`config.mk`:
```
export PLATFORM = sky130hd
export DESIGN_NAME = ing_port_adapt_flat
export DESIGN_NICKNAME = d
export VERILOG_FILES = /design/src/verilog/ing_port_pkg.sv /design/src/verilog/ing_axis_if.sv /design/src/verilog/ing_port_adapt.sv /design/src/flat_wrapper.sv
export VERILOG_INCLUDE_DIRS = /design/src /design/src/verilog
export SDC_FILE = /design/constraint.sdc
export NUM_CORES = 1
export LEC_CHECK = 0
export ABC_AREA = 1
export BUFFER_PORTS_ARGS = -buffer_cell sky130_fd_sc_hd__buf_2
export CORE_MARGIN = 5
export CORE_UTILIZATION = 60
export CTS_BUF_LIST = sky130_fd_sc_hd__clkbuf_16
export DETAILED_ROUTE_END_ITERATION = 10
export PLACE_DENSITY = 0.86
export SLEW_MARGIN = 20
export SYNTH_ARGS = -nofsm -noshare
export SYNTH_HDL_FRONTEND = slang
export SYNTH_SLANG_ARGS = --single-unit
```
`constraint.sdc`:
```
create_clock -name clk -period 12.4 [get_ports clk]
set_input_delay 1.24 -clock clk [delete_from_list [all_inputs] [get_ports clk]]
set_output_delay 1.24 -clock clk [all_outputs]
set_load 0.02 [all_outputs]
```
`src/verilog/mpls_ingress_consts.svh`:
```
/* MPLS ingress constants
   Converged-bus width, port buffer depth and port count */
`ifndef MPLS_INGRESS_CONSTS_SVH
`define MPLS_INGRESS_CONSTS_SVH

// Bytes per converged-bus word
`define ING_BUS_BYTES 4

// Words held by each port buffer
// must be a power of two
`define ING_FIFO_WORDS 16

// Physical ports merged onto the converged bus
`define ING_NUM_PORTS 2

`endif
```
`src/verilog/ing_port_pkg.sv`:
```
/* Ingress data-path types
   Bus words, byte enables, port index and buffer pointers */
`default_nettype none

`include "mpls_ingress_consts.svh"

package ing_port_pkg;

  // Converged-bus data word
  typedef logic [`ING_BUS_BYTES*8-1:0] bus_word_t;

  // One valid bit per byte of a bus word
  typedef logic [`ING_BUS_BYTES-1:0] bus_keep_t;

  // Physical port number, carried on tuser
  typedef logic [$clog2(`ING_NUM_PORTS)-1:0] port_idx_t;

  // Buffer address plus one wrap bit
  typedef logic [$clog2(`ING_FIFO_WORDS):0] fifo_ptr_t;

endpackage

`default_nettype wire

```
`src/verilog/ing_axis_if.sv`:
```
/* Converged-bus stream between a port adapter and the scheduler
   Valid/ready handshake, word moves when both are high */
`timescale 1ns/10ps
`default_nettype none

interface ing_axis_if;

  // Word payload
  ing_port_pkg::bus_word_t tdata;
  ing_port_pkg::bus_keep_t tkeep;
  // Last word of a packet
  logic tlast;

  // Handshake
  logic tvalid;
  logic tready;

  // Adapter side
  modport source (output tdata, tkeep, tlast, tvalid, input tready);

  // Scheduler side
  modport sink (input tdata, tkeep, tlast, tvalid, output tready);

endinterface

`default_nettype wire

```
`src/verilog/ing_port_adapt.sv`:
```
/* Port adapter, packs narrow beats into bus words and buffers whole packets
   Drops the tail of a packet that does not fit and flags overflow */
`timescale 1ns/10ps
`default_nettype none

`include "mpls_ingress_consts.svh"

module ing_port_adapt #(
  parameter int in_bytes = 1
) (
  input  wire logic                  clk,
  input  wire logic                  rst_n,
  input  wire logic [in_bytes*8-1:0] in_tdata,
  input  wire logic                  in_tvalid,
  input  wire logic                  in_tlast,
  output logic                       overflow,
  ing_axis_if.source                 out
);

  localparam int bus_bytes = `ING_BUS_BYTES;
  localparam int depth     = `ING_FIFO_WORDS;
  localparam int addr_w    = $clog2(depth);
  localparam int cnt_w     = $clog2(bus_bytes + 1);

  // Assembly state
  ing_port_pkg::bus_word_t asm_data;
  ing_port_pkg::bus_word_t word_next;
  ing_port_pkg::bus_word_t wr_data;
  ing_port_pkg::bus_keep_t wr_keep;
  logic [cnt_w-1:0]        asm_cnt;
  logic [cnt_w-1:0]        next_cnt;

  // Write control
  logic beat;
  logic wr_en;
  logic wr_ok;
  logic wr_fail;
  logic full;
  logic dropping;

  // Tentative, committed, visible and read pointers
  ing_port_pkg::fifo_ptr_t wr_ptr;
  ing_port_pkg::fifo_ptr_t commit_ptr;
  ing_port_pkg::fifo_ptr_t commit_vis;
  ing_port_pkg::fifo_ptr_t rd_ptr;

  // Packet buffer
  ing_port_pkg::bus_word_t mem_data [depth];
  ing_port_pkg::bus_keep_t mem_keep [depth];
  logic                    mem_last [depth];

  //////////////////////////////
  // Word assembly

  always_comb begin
    // Drop the new beat in at the current byte offset, LSB first
    word_next = asm_data;
    word_next[asm_cnt*8 +: in_bytes*8] = in_tdata;
    next_cnt = asm_cnt + cnt_w'(in_bytes);
    // Bytes held once this beat lands
    wr_keep = ing_port_pkg::bus_keep_t'((1 << next_cnt) - 1);
    // Unused bytes of a flushed word read as zero
    for (int b = 0; b < bus_bytes; b++) begin
      wr_data[b*8 +: 8] = wr_keep[b] ? word_next[b*8 +: 8] : 8'h00;
    end
  end

  // Beats of a dropped packet are ignored
  assign beat = in_tvalid && !dropping;
  // Word complete, or tlast flushes a partial one
  assign wr_en = beat && ((next_cnt == cnt_w'(bus_bytes)) || in_tlast);

  // Full when pointers differ only in the wrap bit
  assign full = (wr_ptr[addr_w] != rd_ptr[addr_w]) &&
                (wr_ptr[addr_w-1:0] == rd_ptr[addr_w-1:0]);
  assign wr_ok   = wr_en && !full;
  assign wr_fail = wr_en && full;

  // Partial word being assembled
  always_ff @(posedge clk) begin
    if (beat && !wr_en) begin
      asm_data <= word_next;
    end
  end

  //////////////////////////////
  // Commit and drop control

  always_ff @(posedge clk or negedge rst_n) begin
    if (!rst_n) begin
      asm_cnt    <= '0;
      wr_ptr     <= '0;
      commit_ptr <= '0;
      commit_vis <= '0;
      dropping   <= 1'b0;
      overflow   <= 1'b0;
    end else begin
      // One-cycle pulse after the failed write
      overflow   <= wr_fail;
      // Committed packets show up one cycle late
      commit_vis <= commit_ptr;
      if (beat) begin
        asm_cnt <= wr_en ? '0 : next_cnt;
      end
      if (wr_fail) begin
        // Throw away what this packet already wrote
        wr_ptr <= commit_ptr;
      end else if (wr_ok) begin
        wr_ptr <= wr_ptr + 1'b1;
      end
      if (wr_ok && in_tlast) begin
        commit_ptr <= wr_ptr + 1'b1;
      end
      // Skip the rest of the packet, unless that was its last beat
      if (wr_fail && !in_tlast) begin
        dropping <= 1'b1;
      end else if (dropping && in_tvalid && in_tlast) begin
        dropping <= 1'b0;
      end
    end
  end

  always_ff @(posedge clk) begin
    if (wr_ok) begin
      mem_data[wr_ptr[addr_w-1:0]] <= wr_data;
      mem_keep[wr_ptr[addr_w-1:0]] <= wr_keep;
      mem_last[wr_ptr[addr_w-1:0]] <= in_tlast;
    end
  end

  //////////////////////////////
  // Read side

  always_ff @(posedge clk or negedge rst_n) begin
    if (!rst_n) begin
      rd_ptr <= '0;
    end else if (out.tvalid && out.tready) begin
      rd_ptr <= rd_ptr + 1'b1;
    end
  end

  // Only committed words are offered
  assign out.tvalid = (rd_ptr != commit_vis);
  assign out.tdata  = mem_data[rd_ptr[addr_w-1:0]];
  assign out.tkeep  = mem_keep[rd_ptr[addr_w-1:0]];
  assign out.tlast  = mem_last[rd_ptr[addr_w-1:0]];

endmodule

`default_nettype wire

```
`src/flat_wrapper.sv`:
```
// flat-port wrapper written by rule: the top's interface ports become plain ports
module ing_port_adapt_flat 
#(
  parameter int in_bytes = 1
)
  (clk, rst_n, in_tdata, in_tvalid, in_tlast, overflow, out_tdata, out_tkeep, out_tlast, out_tvalid, out_tready);
  ing_axis_if out_i ();
  input  wire logic clk;
  input  wire logic rst_n;
  input  wire logic [in_bytes*8-1:0] in_tdata;
  input  wire logic in_tvalid;
  input  wire logic in_tlast;
  output logic overflow;
  output wire logic [$bits(out_i.tdata)-1:0] out_tdata;
  output wire logic [$bits(out_i.tkeep)-1:0] out_tkeep;
  output wire logic [$bits(out_i.tlast)-1:0] out_tlast;
  output wire logic [$bits(out_i.tvalid)-1:0] out_tvalid;
  input wire logic [$bits(out_i.tready)-1:0] out_tready;
  assign out_tdata = out_i.tdata;
  assign out_tkeep = out_i.tkeep;
  assign out_tlast = out_i.tlast;
  assign out_tvalid = out_i.tvalid;
  assign out_i.tready = out_tready;
  ing_port_adapt #(.in_bytes(in_bytes)) u_core (.clk(clk), .rst_n(rst_n), .in_tdata(in_tdata), .in_tvalid(in_tvalid), .in_tlast(in_tlast), .overflow(overflow), .out(out_i));
endmodule
```
== Word-level counts from Yosys, hierarchy flattened ==
Memory sizes are Yosys's and may differ from the RTL's.
Cells that the tools add are included.
Word-level totals
  input bits: 13
  bits in writable memories: 592
  output and inout port bits: 39
  word-level logic and storage cells: 53
  register bits after elaboration: 57
  memories: 3
Memories
  u_core.mem_data: depth 16, width 32, rd ports 1, clocked after Yosys merged registers in 0, wr ports 1, RTL line ing_port_adapt.sv:48  | ing_port_pkg::bus_word_t mem_data [depth];
  u_core.mem_keep: depth 16, width 4, rd ports 1, clocked after Yosys merged registers in 0, wr ports 1, RTL line ing_port_adapt.sv:49  | ing_port_pkg::bus_keep_t mem_keep [depth];
  u_core.mem_last: depth 16, width 1, rd ports 1, clocked after Yosys merged registers in 0, wr ports 1, RTL line ing_port_adapt.sv:50  | logic mem_last [depth];
Operators by class
  add/sub/neg operators: 5
  equal/unequal tests: 4
  shift operators: 3
  muxes and demuxes: 12
  reductions and logical operators: 18
Operator list (number)
  $neg 6->34: 1
  $shift 8x34->32 const A: 1
  $shiftx 8x34->32: 1
  $bwmux 32: 1
  $mux 8: 4
  $logic_and 1x1->1: 11
  $add 5x1->5 const B: 2
  $mux 5: 2
  $ne 5x5->1: 1
  $eq 4x4->1: 1
  $logic_not 1->1: 4
  $mux 1: 4
  $reduce_bool 2->1: 2
  $shl 1x3->4 const A: 1
  $sub 4x2->4 const B: 1
  $add 3x1->3 const B: 1
  $eq 3x3->1 const B: 1
  $mux 3: 1
  $logic_or 1x1->1: 1
  $ne 1x1->1: 1

== Logic depth before layout (Yosys ltp) ==
  depth in word-level cells: 7
  depth in mapped cells: 11
  depth with buffers taken out: 9

== Least setup slack after synthesis ==
OpenSTA, ideal clock, no wires.
  path type: input to register
  start point: in in_tvalid
  end point: mem u_core.mem_data[12][0] (netlist bit) (enable)
  path slack: 7.353 ns
  arrival time: 4.570 ns
  cell stages on the path: 6
  required time: 11.923 ns
  setup time: 0.477 ns
  path buffers: 1
  cells stage by stage: inv_1 -> or2_2 -> a21oi_2 -> nand2_2 -> buf_2 -> nor3_1
On the way
  cells in the longest elaborated chain, start to end: 5
Ends and longest elaborated chain
  from (decl): RTL line flat_wrapper.sv:11  | input wire logic in_tvalid;
  $logic_and 1x1->1: RTL line ing_port_adapt.sv:69  | assign beat = in_tvalid && !dropping;
  $logic_and 1x1->1: RTL line ing_port_adapt.sv:71  | assign wr_en = beat && ((next_cnt == cnt_w'(bus_bytes)) || in_tlast);
  $logic_and 1x1->1: RTL line ing_port_adapt.sv:76  | assign wr_ok = wr_en && !full;
  $mux 1: RTL line ing_port_adapt.sv:124  | if (wr_ok) begin
  $mux 1 (not written as such): RTL line ing_port_adapt.sv:125  | mem_data[wr_ptr[addr_w-1:0]] <= wr_data;
  to (decl): RTL line ing_port_adapt.sv:48
No other way between the ends.

== Worst setup path in the final report ==
  start point: reg u_core.rd_ptr[0]
  end point: out out_tkeep[2]
On the way
  cells in the longest elaborated chain, start to end: 1
Ends and longest elaborated chain
  from (decl): RTL line ing_port_adapt.sv:45  | ing_port_pkg::fifo_ptr_t rd_ptr;
  from (signal assigned): RTL line ing_port_adapt.sv:138  | rd_ptr <= rd_ptr + 1'b1;
  $mem_v2 16x4
  to (decl): RTL line flat_wrapper.sv:15  | output wire logic [$bits(out_i.tkeep)-1:0] out_tkeep;
No other way between the ends.

==> impl_metrics.py <==
metrics = {
    "run_status": {
        "status": "completed",
    },
    "power": {
        "fin_total_pwr_uw": 6958,
        "clkPwrFrac_pct": 26.3,
        "intPower_uw": 4377,
        "switching_share_pct": 37.10,
        "power_density_nw_per_um2": 237.3,
        "p_seq_share_pct": 41.0,
        "p_sw_uw": 2581,
        "power.share.combinational_pct": 32.7,
        "vdd_drop_max_mv": 0.3003,
        "p_leak_uw": 0.01048,
    },
    "global_route": {
        "grt_pass1_vias": 17410,
        "grt_max_degree": 189,
        "grt-ovfl-total": 0,
        "track_usage_pct": 26.24,
        "antenna_found_initial": 0,
        "grt_pass1_wl_um": 97030,
    },
    "route": {
        "via_per_inst": 6.154,
        "drt_iter0_drc": 3081,
        "detail_route.first_pass.iterations": 6,
        "antenna_left": 0,
        "routed_wl_um": 64640,
        "wl_per_cell_um": 22.32,
        "vias": 17820,
        "drc": 0,
    },
    "clocking": {
        "cts_buffer_depth": 3,
        "numCtsBuffers": 60,
        "cts_tree": "done",
        "clkTransAtPathRegs_ps": 60,
        "cts-hold-fix-buffers": 0,
        "ctsHtreeMaxLevel": 2,
        "cts_root_buf": "clkbuf_16",
        "cts.sinks": 649,
        "clk_latency_ps": 630,
        "post-cts-setup-buffer-count": 0,
        "cts_resized": 0,
    },
    "floorplan": {
        "die_width_um": 220.3,
        "num_rows": 77,
        "die_area_um2": 48540,
        "start_util_pct": 60.28,
        "core_um2": 44030,
        "io_pins": 52,
        "die_h_um": 220.3,
    },
    "final_layout": {
        "diodes": 0,
        "layoutNonFillerInstCount": 2896,
        "num-fill-cells": 2885,
        "fin_util_pct": 66.61,
        "seq_area_um2": 19370,
        "syn2layout_area_growth_pct": 10.50,
        "multi_input_area_um2": 6275,
        "nNetsFinal": 2284,
        "layout-drive-gt1-share_pct": 9.028,
    },
    "placed_design": {
        "dp_hpwl_um": 33880,
        "dp_cells": 2788,
        "gp_congestion": 0.9176,
        "portBuffers": 51,
        "place_ws_ps": 7503,
    },
    "setup_path": {
        "critical_path.startpoint_type": "register",
        "worstSetupPathType": "register to output port",
        "worstPathRequired_ps": 11160,
        "cp-end-kind": "output port",
        "crit_arrival_ps": 4260,
        "worstPathMaxFanout": 188,
    },
    "yosys": {
        "yosys_warnings": 0,
        "yosysTopAreaCell": "edfxtp_1",
        "yosys.area.top_type_share_pct": 70.60,
        "avgSynthCellArea_um2": 11.92,
        "synth_flop_cell": "edfxtp_1",
        "yosys.area_share.simple_pct": 12.43,
        "yosysSeqAreaShare_pct": 72.96,
        "synth_common_cells": "edfxtp_1, nor2_1, o21ai_0",
        "yosysUniqueCellTypes": 29,
        "synth_fa_ha_area_share_pct": 0.6128,
        "synth_cells": 2227,
        "synth-xor-area-share_pct": 0.4290,
        "synth-edff-count": 624,
        "synth_top_family_by_area": "simple AND/OR/NAND/NOR gates",
        "syn_nets": 2253,
        "netlist_area_um2": 26540,
        "synth_seq_cells": 649,
        "muxShareOfSynthArea_pct": 0,
        "ys_async_sr_fraction_pct": 3.852,
        "yosys-top-cells-area": "edfxtp_1, nor2_1, o21ai_0, nand2_1, dfrtp_1",
        "yosysMostFrequentCell": "edfxtp_1",
        "synth_compound_area_share_pct": 9.801,
    },
    "timing": {
        "max_slew.worst_pin.slew_ps": 1213,
        "setup_ws_ps": 6895,
        "fin_skew_ps": 30.18,
        "slew_violations": 0,
        "fmax_ghz": 0.1817,
        "finalCritPeriodShare_pct": 44.39,
        "hold_viol_final": 0,
        "setup_tns_ps": 0,
        "max_slew_margin_pct": 18.81,
        "rsz0062_at_grt": "no",
        "setup_viol": 0,
        "fin_crit_ps": 5505,
    },
    "job": {
        "cap_violations": 0,
    },
    "hold_path": {
        "hp-class": "register to register",
    },
}
## flip-flops by register name (all words and copies together) (netlist names)
signal	cells
u_core.asm_cnt	3
u_core.asm_data	32
u_core.mem_data	512
u_core.mem_last	16
u_core.dropping	1
u_core.mem_keep	64
u_core.overflow	1
u_core.commit_vis	5
u_core.commit_ptr	5
u_core.rd_ptr	5
u_core.wr_ptr	5
## logic make-up (layout without fill, tap and decap cells)
kind of cell,Yosys count,count (layout)
compound gates,474,474
xor+xnor,13,13
fa+ha+maj,13,13
buf+inv,235,312
flops,649,649
simple gates,843,843
## layout by cell type, fill, tap and decap left out, drive strengths merged, types with 5 or more instances in the layout
cell	count
o211ai	74
edfxtp	624
nor3	16
nand2	272
a21boi	14
ha	13
o21ai	382
buf	94
bufinv	7
dfrtp	25
inv	122
nor2	481
xor2	9
nand4	5
clkinv	25
clkbuf	62
nand3	68
## area by class of cell
cell class	count	area share (%)
clock buffers	62	5.290
clock inverters	46	1.331
inverters	110	1.433
multi-input cells	1343	21.40
flip-flops and latches	649	66.05
well taps	592	2.526
repair buffers	94	1.971
## critical path, cell delays in order (launching register included)
cell     delay [ps]
dfrtp_4         690
inv_8           750
buf_4           960
o21ai_0         250
o21ai_0         160
nand2_1          80
nand2_1         110
inv_1            40
nand2_1         120
buf_2           190
## routing by layer
metal,global-route usage (%),wire length [um]
met5,0,0
met2,43.28,31080
met4,9.091,2106
met3,5.869,7768
met1,35.03,23680
## through the flow
stage / hold slack (ps) / instance area, um^2
4_1_cts: 411.5 / 29320
2_1_floorplan: 374.4 / 26540
5_1_grt: 419.5 / 29330
6_report: 408.8 / 29330
3_5_place_dp: 396.2 / 27380
3_3_place_gp: 387.4 / 27380
## final timing paths
kind	from	end	slack [ps]	cells past startpoint
max in group asynchronous	rst_n	u_core.rd_ptr[1]	11380	1
max	u_core.rd_ptr[0]	out_tkeep[2]	6900	9
min in group asynchronous	rst_n	u_core.commit_ptr[4]	600	1
min reg2reg	u_core.commit_ptr[1]	u_core.commit_vis[1]	410	0
max reg2reg	u_core.rd_ptr[0]	u_core.mem_data[15][17]	7210	9
min	u_core.commit_ptr[1]	u_core.commit_vis[1]	410	0
## power by group through the flow
stage | clock network [uW] | registers [uW] | logic (uW)
after floorplan | 0 | 2830 | 1600
after global placement | 0 | 2890 | 2120
after detailed placement | 0 | 2900 | 2220
after CTS | 1830 | 2850 | 2250
after global routing | 1920 | 2870 | 2500
final | 1830 | 2860 | 2280
(Power assumes the default switching activity.)
